### src/verilog/riscv_pkg.sv
/*
 * RV32 ISA definitions
 * data widths, major opcodes, funct fields and the ALU operation set
 */
package riscv_pkg;

    localparam int XLEN       = 32;
    localparam int REG_ADDR_W = 5;

    typedef logic [31:0] instr_t;

    // major opcodes of the supported subset
    typedef enum logic [6:0] {
        OPC_OP     = 7'b0110011,
        OPC_OP_IMM = 7'b0010011,
        OPC_LUI    = 7'b0110111,
        OPC_LOAD   = 7'b0000011,
        OPC_STORE  = 7'b0100011,
        OPC_BRANCH = 7'b1100011,
        OPC_JAL    = 7'b1101111
    } opcode_t;

    // funct3 values
    localparam logic [2:0] F3_ADD_SUB = 3'b000;
    localparam logic [2:0] F3_SLT     = 3'b010;
    localparam logic [2:0] F3_XOR     = 3'b100;
    localparam logic [2:0] F3_OR      = 3'b110;
    localparam logic [2:0] F3_AND     = 3'b111;
    localparam logic [2:0] F3_WORD    = 3'b010;
    localparam logic [2:0] F3_BEQ     = 3'b000;
    localparam logic [2:0] F3_BNE     = 3'b001;

    // funct7 values for register-register ops
    localparam logic [6:0] F7_BASE = 7'b0000000;
    localparam logic [6:0] F7_SUB  = 7'b0100000;

    typedef enum logic [2:0] {
        ALU_ADD,
        ALU_SUB,
        ALU_AND,
        ALU_OR,
        ALU_XOR,
        ALU_SLT,
        ALU_PASS_B
    } alu_op_t;

endpackage
### src/verilog/core_pkg.sv
/*
 * Pipeline types of the five-stage core
 * stage registers, hazard control, APB bus and the commit trace
 */
package core_pkg;
    import riscv_pkg::*;

    typedef struct packed {
        logic            valid;
        logic [XLEN-1:0] pc;
        instr_t          instr;
    } if_id_t;

    // decoded instruction
    typedef struct packed {
        logic                  valid;
        logic [XLEN-1:0]       pc;
        logic [REG_ADDR_W-1:0] rs1;
        logic [REG_ADDR_W-1:0] rs2;
        logic [REG_ADDR_W-1:0] rd;
        logic [XLEN-1:0]       imm;
        alu_op_t               alu_op;
        logic                  use_imm;
        logic                  reg_we;
        logic                  is_load;
        logic                  is_store;
        logic                  is_branch;
        logic                  branch_ne;
        logic                  is_jal;
    } id_rr_t;

    typedef struct packed {
        id_rr_t          instr;
        logic [XLEN-1:0] rs1_data;
        logic [XLEN-1:0] rs2_data;
    } rr_exe_t;

    typedef struct packed {
        logic                  valid;
        logic [XLEN-1:0]       pc;
        logic [REG_ADDR_W-1:0] rd;
        logic                  reg_we;
        logic [XLEN-1:0]       result;
    } exe_wb_t;

    typedef struct packed {
        logic                  valid;
        logic [REG_ADDR_W-1:0] rd;
        logic [XLEN-1:0]       data;
    } bypass_t;

    typedef struct packed {
        logic            taken;
        logic [XLEN-1:0] target;
    } redirect_t;

    typedef struct packed {
        logic stall_if;
        logic stall_id;
        logic stall_rr;
        logic stall_exe;
    } pipeline_ctrl_t;

    typedef struct packed {
        logic flush_if;
        logic flush_id;
        logic flush_rr;
    } pipeline_flush_t;

    typedef struct packed {
        logic            psel;
        logic            penable;
        logic            pwrite;
        logic [XLEN-1:0] paddr;
        logic [XLEN-1:0] pwdata;
    } apb_req_t;

    typedef struct packed {
        logic            pready;
        logic [XLEN-1:0] prdata;
    } apb_resp_t;

    typedef struct packed {
        logic                  valid;
        logic [XLEN-1:0]       pc;
        logic [REG_ADDR_W-1:0] rd;
        logic                  reg_we;
        logic [XLEN-1:0]       data;
    } commit_t;

endpackage

### src/verilog/id_stage.sv
/*
 * Instruction decode stage
 * field decode, immediate generation and the ID/RR register
 */
module id_stage
    import riscv_pkg::*, core_pkg::*;
(
    input  logic   clk_i,
    input  logic   rstn_i,
    input  logic   stall_i,
    input  logic   flush_i,
    input  if_id_t fetch_i,
    output id_rr_t decode_o
);

    id_rr_t     decode_d;
    instr_t     instr;
    logic [2:0] funct3;
    logic [6:0] funct7;

    assign instr  = fetch_i.instr;
    assign funct3 = instr[14:12];
    assign funct7 = instr[31:25];

    always_comb begin
        decode_d           = '0;
        decode_d.valid     = fetch_i.valid;
        decode_d.pc        = fetch_i.pc;
        decode_d.rs1       = instr[19:15];
        decode_d.rs2       = instr[24:20];
        decode_d.rd        = instr[11:7];
        decode_d.alu_op    = ALU_ADD;
        decode_d.branch_ne = funct3[0];
        case (opcode_t'(instr[6:0]))
            OPC_OP: begin
                decode_d.reg_we = (funct7 == F7_BASE) ||
                                  (funct7 == F7_SUB && funct3 == F3_ADD_SUB);
                case (funct3)
                    F3_ADD_SUB: decode_d.alu_op = funct7[5] ? ALU_SUB : ALU_ADD;
                    F3_SLT:     decode_d.alu_op = ALU_SLT;
                    F3_XOR:     decode_d.alu_op = ALU_XOR;
                    F3_OR:      decode_d.alu_op = ALU_OR;
                    F3_AND:     decode_d.alu_op = ALU_AND;
                    default:    decode_d.reg_we = 1'b0;
                endcase
            end
            OPC_OP_IMM: begin
                decode_d.use_imm = 1'b1;
                decode_d.imm     = {{20{instr[31]}}, instr[31:20]};
                decode_d.reg_we  = 1'b1;
                case (funct3)
                    F3_ADD_SUB: decode_d.alu_op = ALU_ADD;
                    F3_XOR:     decode_d.alu_op = ALU_XOR;
                    F3_OR:      decode_d.alu_op = ALU_OR;
                    F3_AND:     decode_d.alu_op = ALU_AND;
                    default:    decode_d.reg_we = 1'b0;
                endcase
            end
            OPC_LUI: begin
                decode_d.use_imm = 1'b1;
                decode_d.imm     = {instr[31:12], 12'b0};
                decode_d.alu_op  = ALU_PASS_B;
                decode_d.reg_we  = 1'b1;
            end
            OPC_LOAD: begin
                decode_d.use_imm = 1'b1;
                decode_d.imm     = {{20{instr[31]}}, instr[31:20]};
                decode_d.is_load = (funct3 == F3_WORD);
                decode_d.reg_we  = (funct3 == F3_WORD);
            end
            OPC_STORE: begin
                decode_d.use_imm  = 1'b1;
                decode_d.imm      = {{20{instr[31]}}, instr[31:25], instr[11:7]};
                decode_d.is_store = (funct3 == F3_WORD);
            end
            OPC_BRANCH: begin
                decode_d.imm       = {{20{instr[31]}}, instr[7], instr[30:25],
                                      instr[11:8], 1'b0};
                decode_d.is_branch = (funct3 == F3_BEQ) || (funct3 == F3_BNE);
            end
            OPC_JAL: begin
                decode_d.imm    = {{12{instr[31]}}, instr[19:12], instr[20],
                                   instr[30:21], 1'b0};
                decode_d.is_jal = 1'b1;
                decode_d.reg_we = 1'b1;
            end
            // anything else retires as a no-op
            default: decode_d.reg_we = 1'b0;
        endcase
    end

    always_ff @(posedge clk_i or negedge rstn_i) begin
        if (!rstn_i) begin
            decode_o.valid <= 1'b0;
        end else if (flush_i) begin
            decode_o.valid <= 1'b0;
        end else if (!stall_i) begin
            decode_o <= decode_d;
        end
    end

endmodule

### config.mk
export PLATFORM = sky130hd
export DESIGN_NAME = id_stage
export DESIGN_NICKNAME = d
export VERILOG_FILES = /design/src/verilog/riscv_pkg.sv /design/src/verilog/core_pkg.sv /design/src/verilog/id_stage.sv
export SDC_FILE = /design/constraint.sdc
export NUM_CORES = 1
export LEC_CHECK = 0
export BUFFER_PORTS_ARGS = -buffer_cell sky130_fd_sc_hd__buf_2
export CORE_MARGIN = 1
export CORE_UTILIZATION = 35
export CTS_CLUSTER_DIAMETER = 100
export DETAILED_ROUTE_END_ITERATION = 8
export GPL_TIMING_DRIVEN = 1
export PLACE_DENSITY_LB_ADDON = 0.25
export SETUP_SLACK_MARGIN = 0.02
export SYNTH_ARGS = -nofsm -noshare
export SYNTH_HDL_FRONTEND = slang
export SYNTH_SLANG_ARGS = --single-unit
### constraint.sdc
create_clock -name clk_i -period 1 [get_ports clk_i]
set_clock_uncertainty 0.2 [all_clocks]
set_input_delay 0.15 -clock clk_i [delete_from_list [all_inputs] [get_ports clk_i]]
set_output_delay 0.15 -clock clk_i [all_outputs]
set_load 0.05 [all_outputs]
Word level (Yosys, flattened, before mapping) --
Cells that the tools add are included.
Operators by class: eq/ne operators 14, mux-type cells 15, bitwise gates (word level) 2, reduce and logical (&&, ||, !) cells 11
Operators with widths (count):
- $pmux 32 s5 | 1
- $mux 90 | 1
- $eq 7x6->1 const B | 4
- $pmux 3 s3 | 2
- $pmux 3 s5 | 1
- $eq 7x7->1 const B | 2
- $eq 3x3->1 const B | 3
- $mux 1 | 9
- $reduce_or 4->1 | 2
- $eq 7x2->1 const B | 1
- $eq 7x5->1 const B | 1
- $logic_not 7->1 | 1
- $reduce_or 5->1 | 1
- $pmux 1 s4 | 1
- $reduce_or 2->1 | 2
- $eq 3x1->1 const B | 1
- $eq 3x2->1 const B | 1
- $logic_not 3->1 | 1
- $reduce_and 3->1 | 1
- $logic_or 1x1->1 | 2
- $ne 2x1->1 const B | 1
- $not 1->1 | 2
- $logic_and 1x1->1 | 1
Word-level totals: flip-flop bits (word level) 90, bits of input ports 69, output and inout port bits 90, logic and storage cells 56

Depth between registers and ports, before layout --
word-level depth 7, depth in mapped cells 7, depth with buffers taken out 4

Worst setup path before layout --
Ideal clock, no wire load.
path kind in2reg, start point in flush_i, end point reg decode_o[0] (netlist bit), enable pin, setup time 0.666 ns, arrival time 6.648 ns, required time 0.134 ns, setup slack -6.514 ns, cell stages on the path 1, path buffers 0, path through nor3b_1
Between the ends: word-level cells in the longest chain between the ends 2
Ends and longest elaborated chain:
- start, declared | RTL line id_stage.sv:11 | input logic flush_i,
- $not 1->1 (no line)
- $reduce_and 3->1 (no line)
- end signal, assigned | RTL line id_stage.sv:98 | decode_o <= decode_d;
- end, declared | RTL line id_stage.sv:13 | output id_rr_t decode_o
Every way passes these cells. A chain may end at the register's enable or synchronous reset.

==> results.sh <==
export IMPL_fin_setup_tns_ns=-36.55
export IMPL_cts_tree="built"
export IMPL_power_frac_comb=0.201
export IMPL_tightest_slew_ns=0.527
export IMPL_ios=159
export IMPL_ant_nets=0
export IMPL_clockBufferDepth=2
export IMPL_drv_cap=0
export IMPL_cpMaxStageDelayCell="or4_4"
export IMPL_r2r_start="decode_o[89]"
export IMPL_avgSynthCellArea_sq_um=17.7
export IMPL_hold_viol=5
export IMPL_crit_start="fetch_i[2]"
export IMPL_status="finished with violations"
export IMPL_vdd_drop_max_uv=745
export IMPL_hp_class="primary input to flop"
export IMPL_yosysMostFrequentCell="edfxtp_1"
export IMPL_final_util=0.690
export IMPL_row_count=35
export IMPL_grt_total_usage=0.188
export IMPL_ctsHoldBuffers=50
export IMPL_portBuffers=158
export IMPL_drv_slew=0
export IMPL_crit_path_cell_trace="buf_6 > or2_1 > or4_4 > o41a_1 > nand3_1"
export IMPL_criticalPathCategory="primary input to flop"
export IMPL_path_delay_family="simple AND/OR/NAND/NOR gates"
export IMPL_path_clk_slew_ns=0.09
export IMPL_synth_area_sq_um=3340
export IMPL_power_density_nw_per_um2=1330
export IMPL_fmax_mhz=713
export IMPL_clockPowerShare=0.279
export IMPL_cp_slowest_stage_delay_ns=0.48
export IMPL_globalplace_congestion=0.895
export IMPL_p_int_mw=6.08
export IMPL_final_period_utilization=1.40
export IMPL_endpoint_kind="flop"
export IMPL_dp_hpwl_microns=5620
export IMPL_synth_top_cells_by_count="edfxtp_1, a21o_1, nand2_1"
export IMPL_timing_rr_end="decode_o[89]"
export IMPL_seq_power_share=0.520
export IMPL_path_buf_inv=1
export IMPL_largest_reg_flops=90
export IMPL_largest_register="decode_o"
export IMPL_diodes=0
export IMPL_die_w_microns=99.8
export IMPL_setup_slack_ns=-0.402
export IMPL_cp_data_required_time_ns=1.02
export IMPL_drtIter0Drc=57
export IMPL_slew_headroom=0.647
export IMPL_top_regs="decode_o (90)"
export IMPL_critical_path_arrival_ns=1.42
export IMPL_rsz0062_at_grt="true"
export IMPL_violations="negative hold slack, negative setup slack"
export IMPL_p_sw_mw=2.38
export IMPL_path_depth=5
export IMPL_grt_pass1_vias=2817
export IMPL_synth_top_area_cell="edfxtp_1"
export IMPL_syn_to_final_growth_pct=90.7
export IMPL_setup_viol=143
export IMPL_synth_distinct_cells=39
export IMPL_switching_share=0.281
export IMPL_ys_seq_area_frac=0.807
export IMPL_synth_nets=258
export IMPL_critPathCapture="decode_o[5]"
export IMPL_grt_max_degree=25
export IMPL_synth_edff_count=89
export IMPL_die_h_microns=99.8
export IMPL_syn_instance_count=189
export IMPL_ys_ff_latch=90
export IMPL_dieArea_sq_um=9950
export IMPL_vias=2761
export IMPL_critical_path_max_fanout=6
export IMPL_leakagePower_nw=2.66
export IMPL_holdWs_ns=-0.0908
export IMPL_drive_above_1_share=0.566
export IMPL_clock_root_buffer="clkbuf_8"
export IMPL_ff2ff_path_depth=2
export IMPL_synth_flop_cell="edfxtp_1"
export IMPL_synthDominantCellAreaShare=0.799
export IMPL_synth_area_leaders="edfxtp_1, a21o_1, and2_1"
export IMPL_synthArstFlopShare=0.0111
export IMPL_cts_made_buffers=9
export IMPL_core_sq_um=9240
export IMPL_start_util=0.362
export IMPL_overflow=0
export IMPL_htreeDepth=3
export IMPL_totalWireLength_microns=9620
export IMPL_grt_pass1_wl_microns=14000
export IMPL_crit_path_start_kind="primary input"
export IMPL_firstDrtPassIters=4
export IMPL_drc=0
export IMPL_worst_r2r_setup_slack_ns=0.02
export IMPL_routedWlPerCell_microns=16.2
export IMPL_vias_per_cell=4.65
export IMPL_finalCriticalPeriod_ns=1.40
export IMPL_final_net_count=529
export IMPL_clk_latency_ns=0.35
export IMPL_cts_sinks=90
export IMPL_antenna_found_initial=0
export IMPL_synth_warnings=0
## timing repair
action	4_1_cts	5_1_grt
gates resized for setup	204	12
endpoints found under the setup margin	155	204
gates cloned	0	7
hold endpoints to repair	73	7
pin swaps	8	7
buffers inserted	4	4
## logic make-up after synthesis
family                 share of synthesized area
AND/OR/NAND/NOR                           0.0801
flip-flops                                 0.807
multiplexers                             0.00299
buffers and inverters                     0.0195
AO/OA/AOI/OAI                             0.0909
## how the worst min path moves through the flow
stage	depth (start not counted)	slack, ns	startpoint	to
2_1_floorplan	0	-0.35	rstn_i	decode_o[89]
3_3_place_gp	2	-0.18	rstn_i	decode_o[89]
3_5_place_dp	2	-0.17	rstn_i	decode_o[89]
4_1_cts	2	-0.11	fetch_i[26]	decode_o[36]
5_1_grt	2	-0.11	fetch_i[26]	decode_o[36]
6_report	2	-0.09	fetch_i[26]	decode_o[36]
## power groups by stage
stage	Combinational [mW]	Clock, mW	Sequential, mW
floorplan	0.180	0	5.03
global placement	1.22	0	4.43
detailed placement	1.22	0	4.43
CTS	1.61	2.42	4.39
global route	1.77	2.60	4.41
finish	1.70	2.36	4.40
## final cells by class
class,instances,area (sq um)
Multi-Input combinational cell,87,754
Tap cell,129,161
Clock inverter,6,48.8
Clock buffer,10,138
Timing Repair Buffer,269,2560
Fill cell,612,2860
Inverter,3,11.3
Sequential cell,90,2700
## worst register-to-register path: cells and delay by family, from the launching register on
kind	cells	cell delay, ns
AND/OR/NAND/NOR	1	0.07
flip-flops	1	0.43
multiplexers	1	0.18
## placed cells by master (no fill, tap or decap), drive strengths merged, types with 2 or more instances in the layout
cell type    instances
a21boi               2
a21o                20
a21oi                3
a22o                 4
and2                 6
buf                214
clkbuf              15
clkinvlp             2
dlygate4sd3         50
edfxtp              89
inv                  6
nand2                8
nand2b               2
nand3                3
nor2                 3
nor2b                4
nor3                 7
nor4                 3
o31ai                2
or2                  5
## metrics by stage
step	cells	hold slack [ns]	setup WS (ns)	power, mW	area [sq um]
after floorplan	189	-0.346	-2.07	5.21	3500
after global placement	514	-0.176	-0.766	5.65	4770
after detailed placement	514	-0.166	-0.795	5.66	4770
after CTS	584	-0.112	-0.378	8.42	6160
after global routing	594	-0.111	-0.397	8.78	6380
final	594	-0.0908	-0.402	8.46	6380
## metal layers
metal / GRT usage / vias to the layer above / share of wire
met3: 0.0408 / 21 / 0.057
met1: 0.204 / 1340 / 0.37
met2: 0.346 / 112 / 0.55
met5: 0 / - / 0
met4: 0.0860 / 0 / 0.024
li1: - / 1288 / -
(Power assumes the default switching activity.)
