**config.mk**
```make
export PLATFORM = sky130hd
export DESIGN_NAME = exe_stage
export DESIGN_NICKNAME = d
export VERILOG_FILES = /design/src/verilog/riscv_pkg.sv /design/src/verilog/core_pkg.sv /design/src/verilog/exe_stage.sv
export SDC_FILE = /design/constraint.sdc
export NUM_CORES = 1
export LEC_CHECK = 0
export BUFFER_PORTS_ARGS = -buffer_cell sky130_fd_sc_hd__buf_2
export CORE_MARGIN = 1.5
export CORE_UTILIZATION = 50
export DETAILED_ROUTE_END_ITERATION = 10
export PLACE_DENSITY = 0.77
export RECOVER_POWER = 100
export SLEW_MARGIN = 20
export SYNTH_ARGS = -nofsm -noshare
export SYNTH_HDL_FRONTEND = slang
export SYNTH_SLANG_ARGS = --single-unit
```
**constraint.sdc**
```tcl
create_clock -name clk_i -period 4.65 [get_ports clk_i]
set_input_delay 0.465 -clock clk_i [delete_from_list [all_inputs] [get_ports clk_i]]
set_output_delay 0.465 -clock clk_i [all_outputs]
set_load 0.01 [all_outputs]
```
**src/verilog/riscv_pkg.sv**
```systemverilog
/*
 * RV32 ISA definitions
 * data widths, major opcodes, funct fields and the ALU operation set
 */
package riscv_pkg;

    localparam int XLEN       = 32;
    localparam int REG_ADDR_W = 5;

    typedef logic [31:0] instr_t;

    // major opcodes of the supported subset
    typedef enum logic [6:0] {
        OPC_OP     = 7'b0110011,
        OPC_OP_IMM = 7'b0010011,
        OPC_LUI    = 7'b0110111,
        OPC_LOAD   = 7'b0000011,
        OPC_STORE  = 7'b0100011,
        OPC_BRANCH = 7'b1100011,
        OPC_JAL    = 7'b1101111
    } opcode_t;

    // funct3 values
    localparam logic [2:0] F3_ADD_SUB = 3'b000;
    localparam logic [2:0] F3_SLT     = 3'b010;
    localparam logic [2:0] F3_XOR     = 3'b100;
    localparam logic [2:0] F3_OR      = 3'b110;
    localparam logic [2:0] F3_AND     = 3'b111;
    localparam logic [2:0] F3_WORD    = 3'b010;
    localparam logic [2:0] F3_BEQ     = 3'b000;
    localparam logic [2:0] F3_BNE     = 3'b001;

    // funct7 values for register-register ops
    localparam logic [6:0] F7_BASE = 7'b0000000;
    localparam logic [6:0] F7_SUB  = 7'b0100000;

    typedef enum logic [2:0] {
        ALU_ADD,
        ALU_SUB,
        ALU_AND,
        ALU_OR,
        ALU_XOR,
        ALU_SLT,
        ALU_PASS_B
    } alu_op_t;

endpackage
```
**src/verilog/core_pkg.sv**
```systemverilog
/*
 * Pipeline types of the five-stage core
 * stage registers, hazard control, APB bus and the commit trace
 */
package core_pkg;
    import riscv_pkg::*;

    typedef struct packed {
        logic            valid;
        logic [XLEN-1:0] pc;
        instr_t          instr;
    } if_id_t;

    // decoded instruction
    typedef struct packed {
        logic                  valid;
        logic [XLEN-1:0]       pc;
        logic [REG_ADDR_W-1:0] rs1;
        logic [REG_ADDR_W-1:0] rs2;
        logic [REG_ADDR_W-1:0] rd;
        logic [XLEN-1:0]       imm;
        alu_op_t               alu_op;
        logic                  use_imm;
        logic                  reg_we;
        logic                  is_load;
        logic                  is_store;
        logic                  is_branch;
        logic                  branch_ne;
        logic                  is_jal;
    } id_rr_t;

    typedef struct packed {
        id_rr_t          instr;
        logic [XLEN-1:0] rs1_data;
        logic [XLEN-1:0] rs2_data;
    } rr_exe_t;

    typedef struct packed {
        logic                  valid;
        logic [XLEN-1:0]       pc;
        logic [REG_ADDR_W-1:0] rd;
        logic                  reg_we;
        logic [XLEN-1:0]       result;
    } exe_wb_t;

    typedef struct packed {
        logic                  valid;
        logic [REG_ADDR_W-1:0] rd;
        logic [XLEN-1:0]       data;
    } bypass_t;

    typedef struct packed {
        logic            taken;
        logic [XLEN-1:0] target;
    } redirect_t;

    typedef struct packed {
        logic stall_if;
        logic stall_id;
        logic stall_rr;
        logic stall_exe;
    } pipeline_ctrl_t;

    typedef struct packed {
        logic flush_if;
        logic flush_id;
        logic flush_rr;
    } pipeline_flush_t;

    typedef struct packed {
        logic            psel;
        logic            penable;
        logic            pwrite;
        logic [XLEN-1:0] paddr;
        logic [XLEN-1:0] pwdata;
    } apb_req_t;

    typedef struct packed {
        logic            pready;
        logic [XLEN-1:0] prdata;
    } apb_resp_t;

    typedef struct packed {
        logic                  valid;
        logic [XLEN-1:0]       pc;
        logic [REG_ADDR_W-1:0] rd;
        logic                  reg_we;
        logic [XLEN-1:0]       data;
    } commit_t;

endpackage

```
**src/verilog/exe_stage.sv**
```systemverilog
/*
 * Execute stage
 * operand bypass, ALU, branch resolution, APB requester for LW and SW
 * and the EXE/WB register
 */
module exe_stage
    import riscv_pkg::*, core_pkg::*;
(
    input  logic      clk_i,
    input  logic      rstn_i,
    input  logic      stall_i,
    input  rr_exe_t   operands_i,
    input  bypass_t   bypass_i,
    output apb_req_t  apb_o,
    input  apb_resp_t apb_i,
    output logic      mem_busy_o,
    output redirect_t redirect_o,
    output exe_wb_t   result_o
);

    typedef enum logic [1:0] {
        APB_IDLE,
        APB_SETUP,
        APB_ACCESS
    } apb_state_e;

    id_rr_t          instr;
    logic [XLEN-1:0] op_a;
    logic [XLEN-1:0] op_b;
    logic [XLEN-1:0] alu_b;
    logic [XLEN-1:0] alu_res;
    logic [XLEN-1:0] wb_value;
    logic            mem_op;
    logic            mem_done;
    apb_state_e      state_q;
    logic            pwrite_q;
    logic [XLEN-1:0] paddr_q;
    logic [XLEN-1:0] pwdata_q;

    assign instr = operands_i.instr;

    // wb result overrides a stale operand
    assign op_a = (bypass_i.valid && bypass_i.rd != '0 && bypass_i.rd == instr.rs1) ?
                  bypass_i.data : operands_i.rs1_data;
    assign op_b = (bypass_i.valid && bypass_i.rd != '0 && bypass_i.rd == instr.rs2) ?
                  bypass_i.data : operands_i.rs2_data;
    assign alu_b = instr.use_imm ? instr.imm : op_b;

    always_comb begin
        case (instr.alu_op)
            ALU_SUB:    alu_res = op_a - alu_b;
            ALU_AND:    alu_res = op_a & alu_b;
            ALU_OR:     alu_res = op_a | alu_b;
            ALU_XOR:    alu_res = op_a ^ alu_b;
            ALU_SLT:    alu_res = {{(XLEN-1){1'b0}}, $signed(op_a) < $signed(alu_b)};
            ALU_PASS_B: alu_res = alu_b;
            default:    alu_res = op_a + alu_b;
        endcase
    end

    // branches compare rs1 with rs2 and always target pc + imm
    assign redirect_o.taken  = instr.valid &&
                               (instr.is_jal ||
                                (instr.is_branch && ((op_a == op_b) != instr.branch_ne)));
    assign redirect_o.target = instr.pc + instr.imm;

    // APB requester
    // the idle cycle before setup also separates back-to-back transfers
    assign mem_op     = instr.valid && (instr.is_load || instr.is_store);
    assign mem_done   = (state_q == APB_ACCESS) && apb_i.pready;
    assign mem_busy_o = mem_op && !mem_done;

    always_ff @(posedge clk_i or negedge rstn_i) begin
        if (!rstn_i) begin
            state_q <= APB_IDLE;
        end else begin
            case (state_q)
                APB_IDLE:   state_q <= mem_op ? APB_SETUP : APB_IDLE;
                APB_SETUP:  state_q <= APB_ACCESS;
                APB_ACCESS: state_q <= apb_i.pready ? APB_IDLE : APB_ACCESS;
                default:    state_q <= APB_IDLE;
            endcase
        end
    end

    // operands are sampled while the wb bypass is still valid
    always_ff @(posedge clk_i) begin
        if (state_q == APB_IDLE && mem_op) begin
            pwrite_q <= instr.is_store;
            paddr_q  <= {alu_res[XLEN-1:2], 2'b00};
            pwdata_q <= op_b;
        end
    end

    assign apb_o.psel    = (state_q != APB_IDLE);
    assign apb_o.penable = (state_q == APB_ACCESS);
    assign apb_o.pwrite  = pwrite_q;
    assign apb_o.paddr   = paddr_q;
    assign apb_o.pwdata  = pwdata_q;

    assign wb_value = instr.is_load ? apb_i.prdata :
                      instr.is_jal  ? instr.pc + XLEN'(4) :
                                      alu_res;

    // bubble into wb while the memory access is pending
    always_ff @(posedge clk_i or negedge rstn_i) begin
        if (!rstn_i) begin
            result_o.valid <= 1'b0;
        end else if (stall_i) begin
            result_o.valid <= 1'b0;
        end else begin
            result_o.valid  <= instr.valid;
            result_o.pc     <= instr.pc;
            result_o.rd     <= instr.rd;
            result_o.reg_we <= instr.reg_we;
            result_o.result <= wb_value;
        end
    end

endmodule

```
After elaboration in Yosys (flattened, before gate mapping)
Index checks and enable logic that the tools add are counted.
{"block": "totals", "reg_bits": 136, "inputBits": 228, "wordCells": 56, "output_inout_bits": 172}
{"block": "op_classes", "n_lt_le_gt_ge": 1, "n_reduce_logical": 16, "bitwise_logic": 4, "muxes": 10, "n_addsub": 4, "n_eq_ne": 12}
{"operator": "$pmux 32 s6", "n": 1}
{"operator": "$mux 32", "n": 5}
{"operator": "$add 32x32->32", "n": 2}
{"operator": "$add 32x3->32 const B", "n": 1}
{"operator": "$and 32x32->32", "n": 1}
{"operator": "$eq 32x32->1", "n": 1}
{"operator": "$lt 32x32->1", "n": 1}
{"operator": "$or 32x32->32", "n": 1}
{"operator": "$sub 32x32->32", "n": 1}
{"operator": "$xor 32x32->32", "n": 1}
{"operator": "$eq 5x5->1", "n": 2}
{"operator": "$eq 3x3->1 const B", "n": 3}
{"operator": "$logic_and 1x1->1", "n": 9}
{"operator": "$eq 3x2->1 const B", "n": 2}
{"operator": "$pmux 2 s3", "n": 1}
{"operator": "$reduce_bool 5->1", "n": 1}
{"operator": "$eq 3x1->1 const B", "n": 1}
{"operator": "$eq 2x1->1 const B", "n": 1}
{"operator": "$eq 2x2->1 const B", "n": 1}
{"operator": "$logic_not 2->1", "n": 1}
{"operator": "$logic_or 1x1->1", "n": 2}
{"operator": "$mux 1", "n": 2}
{"operator": "$mux 2", "n": 1}
{"operator": "$reduce_and 2->1", "n": 1}
{"operator": "other kinds (4)", "n": 4}

Logic depth before layout (Yosys ltp)
{"block": "logic_depth", "depth_word": 9, "mapped_depth": 22, "ltp_nobuf": 19}

Worst setup path after synthesis
Ideal clock, no wire load.
{"block": "synth_timing", "kind": "input to register", "startpoint": "input operands_i[70] in the netlist's numbering", "endpoint": "register result_o[24] in the netlist's numbering, data pin", "n_path_buf": 5, "setup_time_ps": 266, "setup_slack_ps": -685, "stages": 21, "arrival_time_ps": 5069, "required_time_ps": 4384, "cell_sequence": "clkbuf_1 inv_1 buf_2 buf_1 clkbuf_1 buf_1 mux2i_1 inv_1 ha_1 inv_1 fa_1 nand2b_1 a21oi_1 o21ai_0 a2111o_1 a211o_1 a211oi_1 o21ai_0 and4_1 nor3_1 a21oi_1"}
{"block": "synth_via", "elab_chain_cells": 5, "word_cells_on_any_way": 9, "cone_classes": "2 x add/sub; 4 x mux; 3 x bitwise"}
{"item": "from (decl)", "line_no": "exe_stage.sv:12", "text": "input rr_exe_t operands_i,"}
{"item": "$mux 32 (*)", "line_no": "exe_stage.sv:47", "text": "assign alu_b = instr.use_imm ? instr.imm : op_b;"}
{"item": "$add 32x32->32, or another cell as far along", "line_no": "exe_stage.sv:57", "text": "default: alu_res = op_a + alu_b;"}
{"item": "$pmux 32 s6 (*)", "line_no": "exe_stage.sv:50", "text": "case (instr.alu_op)"}
{"item": "$mux 32 (*)", "line_no": "exe_stage.sv:102", "text": "instr.is_jal ? instr.pc + XLEN'(4) :"}
{"item": "$mux 32 (*)", "line_no": "exe_stage.sv:101", "text": "assign wb_value = instr.is_load ? apb_i.prdata :"}
{"item": "named net wb_value[24]", "line_no": "exe_stage.sv:32", "text": "logic [XLEN-1:0] wb_value;"}
{"item": "to (decl)", "line_no": "exe_stage.sv:18", "text": "output exe_wb_t result_o"}
The timed path passes the listed nets; every way through them passes the cells marked *.
A chain may end at the register's enable or synchronous reset.

Worst setup path in the final report
{"block": "layout_timing", "startpoint": "input bypass_i[33] in the netlist's numbering", "endpoint": "register result_o[25] in the netlist's numbering, data pin"}
{"block": "layout_via", "elab_chain_cells": 9, "word_cells_on_any_way": 17, "cone_classes": "2 x add/sub; 2 x eq/ne; 6 x mux; 3 x bitwise; 4 x reduce/logical"}
{"item": "from (decl)", "line_no": "exe_stage.sv:13", "text": "input bypass_t bypass_i,"}
{"item": "$reduce_bool 5->1", "line_no": "exe_stage.sv:43, exe_stage.sv:45"}
{"item": "$logic_and 1x1->1", "line_no": "exe_stage.sv:43, exe_stage.sv:45"}
{"item": "$logic_and 1x1->1", "line_no": "exe_stage.sv:45", "text": "assign op_b = (bypass_i.valid && bypass_i.rd != '0 && bypass_i.rd == instr.rs2) ?"}
{"item": "$mux 32", "line_no": "exe_stage.sv:45"}
{"item": "$mux 32", "line_no": "exe_stage.sv:47"}
{"item": "$add 32x32->32, or another cell as far along", "line_no": "exe_stage.sv:57"}
{"item": "$pmux 32 s6 (*)", "line_no": "exe_stage.sv:50"}
{"item": "named net alu_res[25]", "line_no": "exe_stage.sv:31", "text": "logic [XLEN-1:0] alu_res;"}
{"item": "$mux 32 (*)", "line_no": "exe_stage.sv:102"}
{"item": "$mux 32 (*)", "line_no": "exe_stage.sv:101"}
{"item": "named net wb_value[25]", "line_no": "exe_stage.sv:32"}
Marks and branches as above.

==> impl_metrics.csv <==
group,metric,value,unit
route,drc,0,
setup_path,cp.arrival,4.99,ns
yosys,synth_async_sr_flop_share,2.206,%
cts,numClockSinks,136,
setup_path,cpMaxStageDelayCell,"sky130_fd_sc_hd__or4_4",
layout,layout-drive-gt1-share,35.72,%
sta,achievable-frequency,0.2079,GHz
yosys,synth_edf_count,133,
cts,clkTransAtPathRegs,0.06,ns
status,outcome,"complete, but fails checks",
yosys,post_synth_inst_count,1639,
sta,timing.setup.tns,-0.8220,ns
sta,final_max_slew_viol_count,0,
sta,final.min_clock_period,4.810,ns
status,violated_checks,"setup timing",
floorplan,die-area,29080,sq um
floorplan,start_util,50.66,%
floorplan,ios,400,
yosys,synth_top_flop_cell,"sky130_fd_sc_hd__edfxtp_1",
sta,grt_setup_unrepaired,"yes",
place,detailedPlacementHpwl,53230,um
setup_path,type_of_the_worst_setup_path,"in -> reg",
power_and_ir_drop,power.combinational.fraction,48.0,%
cts,clockRootBuffer,"sky130_fd_sc_hd__clkbuf_16",
layout,ff_latch_area,4069,sq um
place,routabilityCongestion,1.089,
power_and_ir_drop,vdd_ir_drop_max,240.6,uV
global_route,vias_in_the_first_global_route,16020,
yosys,synth_commonest_cells,"sky130_fd_sc_hd__edfxtp_1 (133), sky130_fd_sc_hd__a21oi_1 (132), sky130_fd_sc_hd__ha_1 (128)",
floorplan,rows,61,
cts,cts_made_buffers,17,
layout,multi_input_comb_area,10210,sq um
cts,max-clock-path-buffers,2,
layout,filler_cell_count,2161,
setup_path,cp_data_required_time,4.83,ns
yosys,synth.yosys.seq_area_share,28.99,%
global_route,grt_first_pass_wirelength,97320,um
setup_path,timing.critical_path.from_type,"primary input",
run,max_cap_viol_count,0,
hold_path,holdPathStages,1,
cts,h_tree_depth,4,
global_route,grt_max_degree,71,
route,antenna_left,0,
route,via_count,17300,
yosys,synth_area_leader_cell,"sky130_fd_sc_hd__edfxtp_1",
yosys,syn_area_per_cell,8.563,sq um
setup_path,timing.reg2reg.setup_slack,2.06,ns
global_route,globalRouteOverflowTotal,0,
route,detail_route.first_pass.iterations,7,
place,post_dp_cell_area,19260,sq um
floorplan,floorplan.die.width,170.5,um
setup_path,timing.critical_path.to_type,"flip-flop",
route,detail_route.vias_per_cell,6.242,
hold_path,timing.hold.worst.class,"in -> reg",
cts,clock_latency_of_the_later_clocked_register_in_the_worst_skew_pair,0.43,ns
route,drt_wl_total,68050,um
place,buffer_ports.inserted,397,
layout,finish.instance_area,20800,sq um
power_and_ir_drop,leakage,9.094,nW
power_and_ir_drop,internal_cell_power,3.512,mW
power_and_ir_drop,switching_power,2.141,mW
power_and_ir_drop,cellPowerDensity,271.8,nW/um^2
sta,timing.final.setup_violations,14,
cts,cts_tree,"yes",
sta,layout_worst_path_cycle_share,103.4,%
power_and_ir_drop,clock_power_share,24.6,%
sta,timing.slew.headroom,18.14,%
route,avgRoutedWirePerCell,24.55,um
yosys,synthDominantCellAreaShare,28.46,%
sta,finalHoldViolations,0,
setup_path,cp_slowest_stage_delay,0.55,ns
sta,clock-skew-final,0.008362,ns
yosys,yosys_warnings,0,
sta,tightest_slew,1.228,ns
layout,areaGrowthSynthToFinish,48.20,%
yosys,synth.most_common_cell,"sky130_fd_sc_hd__edfxtp_1",
power_and_ir_drop,p_total,5.653,mW
power_and_ir_drop,seq_power_share,27.4,%
yosys,synth_seq_cells,136,
layout,final_core_utilization,75.08,%
global_route,track_usage,45.32,%
route,dr.first_iter.drc_count,2657,
yosys,synth.distinct_cells,89,
yosys,netlist_top_cells_area,"sky130_fd_sc_hd__edfxtp_1 (28%), sky130_fd_sc_hd__ha_1 (11%), sky130_fd_sc_hd__a21oi_1 (4.7%)",
floorplan,core-area,27710,sq um
floorplan,die_height,170.5,um
setup_path,reg2reg_depth,3,
setup_path,critical_path_peak_fanout,5,
setup_path,cp_cell_sequence,"buf_6, or4_4, buf_4, o211ai_4, nor2_4, buf_12, mux2i_1, inv_1, ha_1, or4_4, a31oi_2, o21ai_1, a32o_2, buf_4, o41ai_2, o2111ai_2, o2111a_2, or2_1, a22o_1",
global_route,grt_antenna_before_repair,4,
sta,fin_ws,-0.1600,ns
power_and_ir_drop,power.switching_fraction,37.88,%
yosys,mappedNetlistArea,14030,sq um
layout,design.final.nets,2737,
## power by group through the flow
| stage | Clock, mW | Sequential, mW | Combinational (mW) |
|---|---|---|---|
| 6_report | 1.39 | 1.55 | 2.71 |
| 5_1_grt | 1.43 | 1.56 | 2.86 |
| 4_1_cts | 1.38 | 1.54 | 2.53 |
| 3_5_place_dp | 0 | 1.57 | 2.42 |
| 3_3_place_gp | 0 | 1.56 | 2.39 |
| 2_1_floorplan | 0 | 1.62 | 1.19 |
## final timing paths
path                                           start                      to
worst max-delay path                    bypass_i[33]  result_o[25]$_DFFE_PP_
worst min-delay path                 operands_i[110]  result_o[37]$_DFFE_PP_
worst max register to register  state_q[1]$_DFF_PN0_   paddr_q[23]$_DFFE_PP_
worst min register to register  state_q[1]$_DFF_PN0_    state_q[1]$_DFF_PN0_
max in group asynchronous                     rstn_i  result_o[70]$_DFF_PN0_
min in group asynchronous                     rstn_i    state_q[1]$_DFF_PN0_
## layout by cell type (no fill, tap or decap), types with 27 or more instances in the layout
cell type and n:
sky130_fd_sc_hd__inv_1 119, sky130_fd_sc_hd__buf_2 226, sky130_fd_sc_hd__nor2_1 113, sky130_fd_sc_hd__nand2_1 126, sky130_fd_sc_hd__a21o_1 27, sky130_fd_sc_hd__xor2_1 51
sky130_fd_sc_hd__o21ai_0 85, sky130_fd_sc_hd__ha_1 110, sky130_fd_sc_hd__nand3_1 46, sky130_fd_sc_hd__a221oi_1 27, sky130_fd_sc_hd__xnor2_1 49, sky130_fd_sc_hd__clkbuf_1 180
sky130_fd_sc_hd__edfxtp_1 133, sky130_fd_sc_hd__buf_4 390, sky130_fd_sc_hd__a21oi_1 112
## critical path: cells and delay by family
kind / cells / cell delay, ns
multiplexers: 1 / 0.32
AO/OA/AOI/OAI: 8 / 1.80
adder cells (fa/ha/maj): 1 / 0.34
buffers and inverters: 5 / 0.68
AND/OR/NAND/NOR: 4 / 1.37
## state kept, by name (all words and copies together) (netlist names)
register / flops
pwdata_q: 32
result_o: 71
pwrite_q: 1
paddr_q: 30
state_q: 2
## what timing repair did
action	in CTS	in global routing
buffers inserted	23	14
hold endpoints to repair	3	0
cloned	0	0
pin swaps	37	71
setup endpoints to repair	31	41
resized for setup	56	115
hold buffers	1	0
## layout make-up
class | count | area share (%)
Clock inverter | 8 | 0.5895
Inverter | 127 | 2.292
Tap cell | 378 | 2.274
Sequential cell | 136 | 19.56
Antenna cell | 3 | 0.03609
Multi-Input combinational cell | 1289 | 49.08
Clock buffer | 24 | 2.220
Timing Repair Buffer | 807 | 23.95
## stage by stage
step           instances  hold slack, ns  setup slack [ns]
2_1_floorplan       1640          0.1694           -0.3373
3_3_place_gp        2699          0.3195           -0.7893
3_5_place_dp        2699          0.3231           -0.7721
4_1_cts             2755          0.1998           -0.1612
5_1_grt             2772          0.2043           -0.2063
6_report            2772          0.2023           -0.1600
## routing by layer
metal	vias to the layer above	wire (um)	global-route usage [%]
li1	7577	-	-
met1	8112	25970	59.53
met2	1369	29370	68.96
met3	243	9458	13.60
met4	2	3236	19.39
met5	-	11	0.5217
## cells by family after synthesis
kind of cell	synth area share [%]
AND/OR/NAND/NOR	14.93
buffers and inverters	5.982
flip-flops	28.99
other	0.02672
multiplexers	5.955
adder cells (fa/ha/maj)	11.91
AO/OA/AOI/OAI	25.77
XOR/XNOR	6.428
No activity file was read; power rests on OpenSTA's default activity.
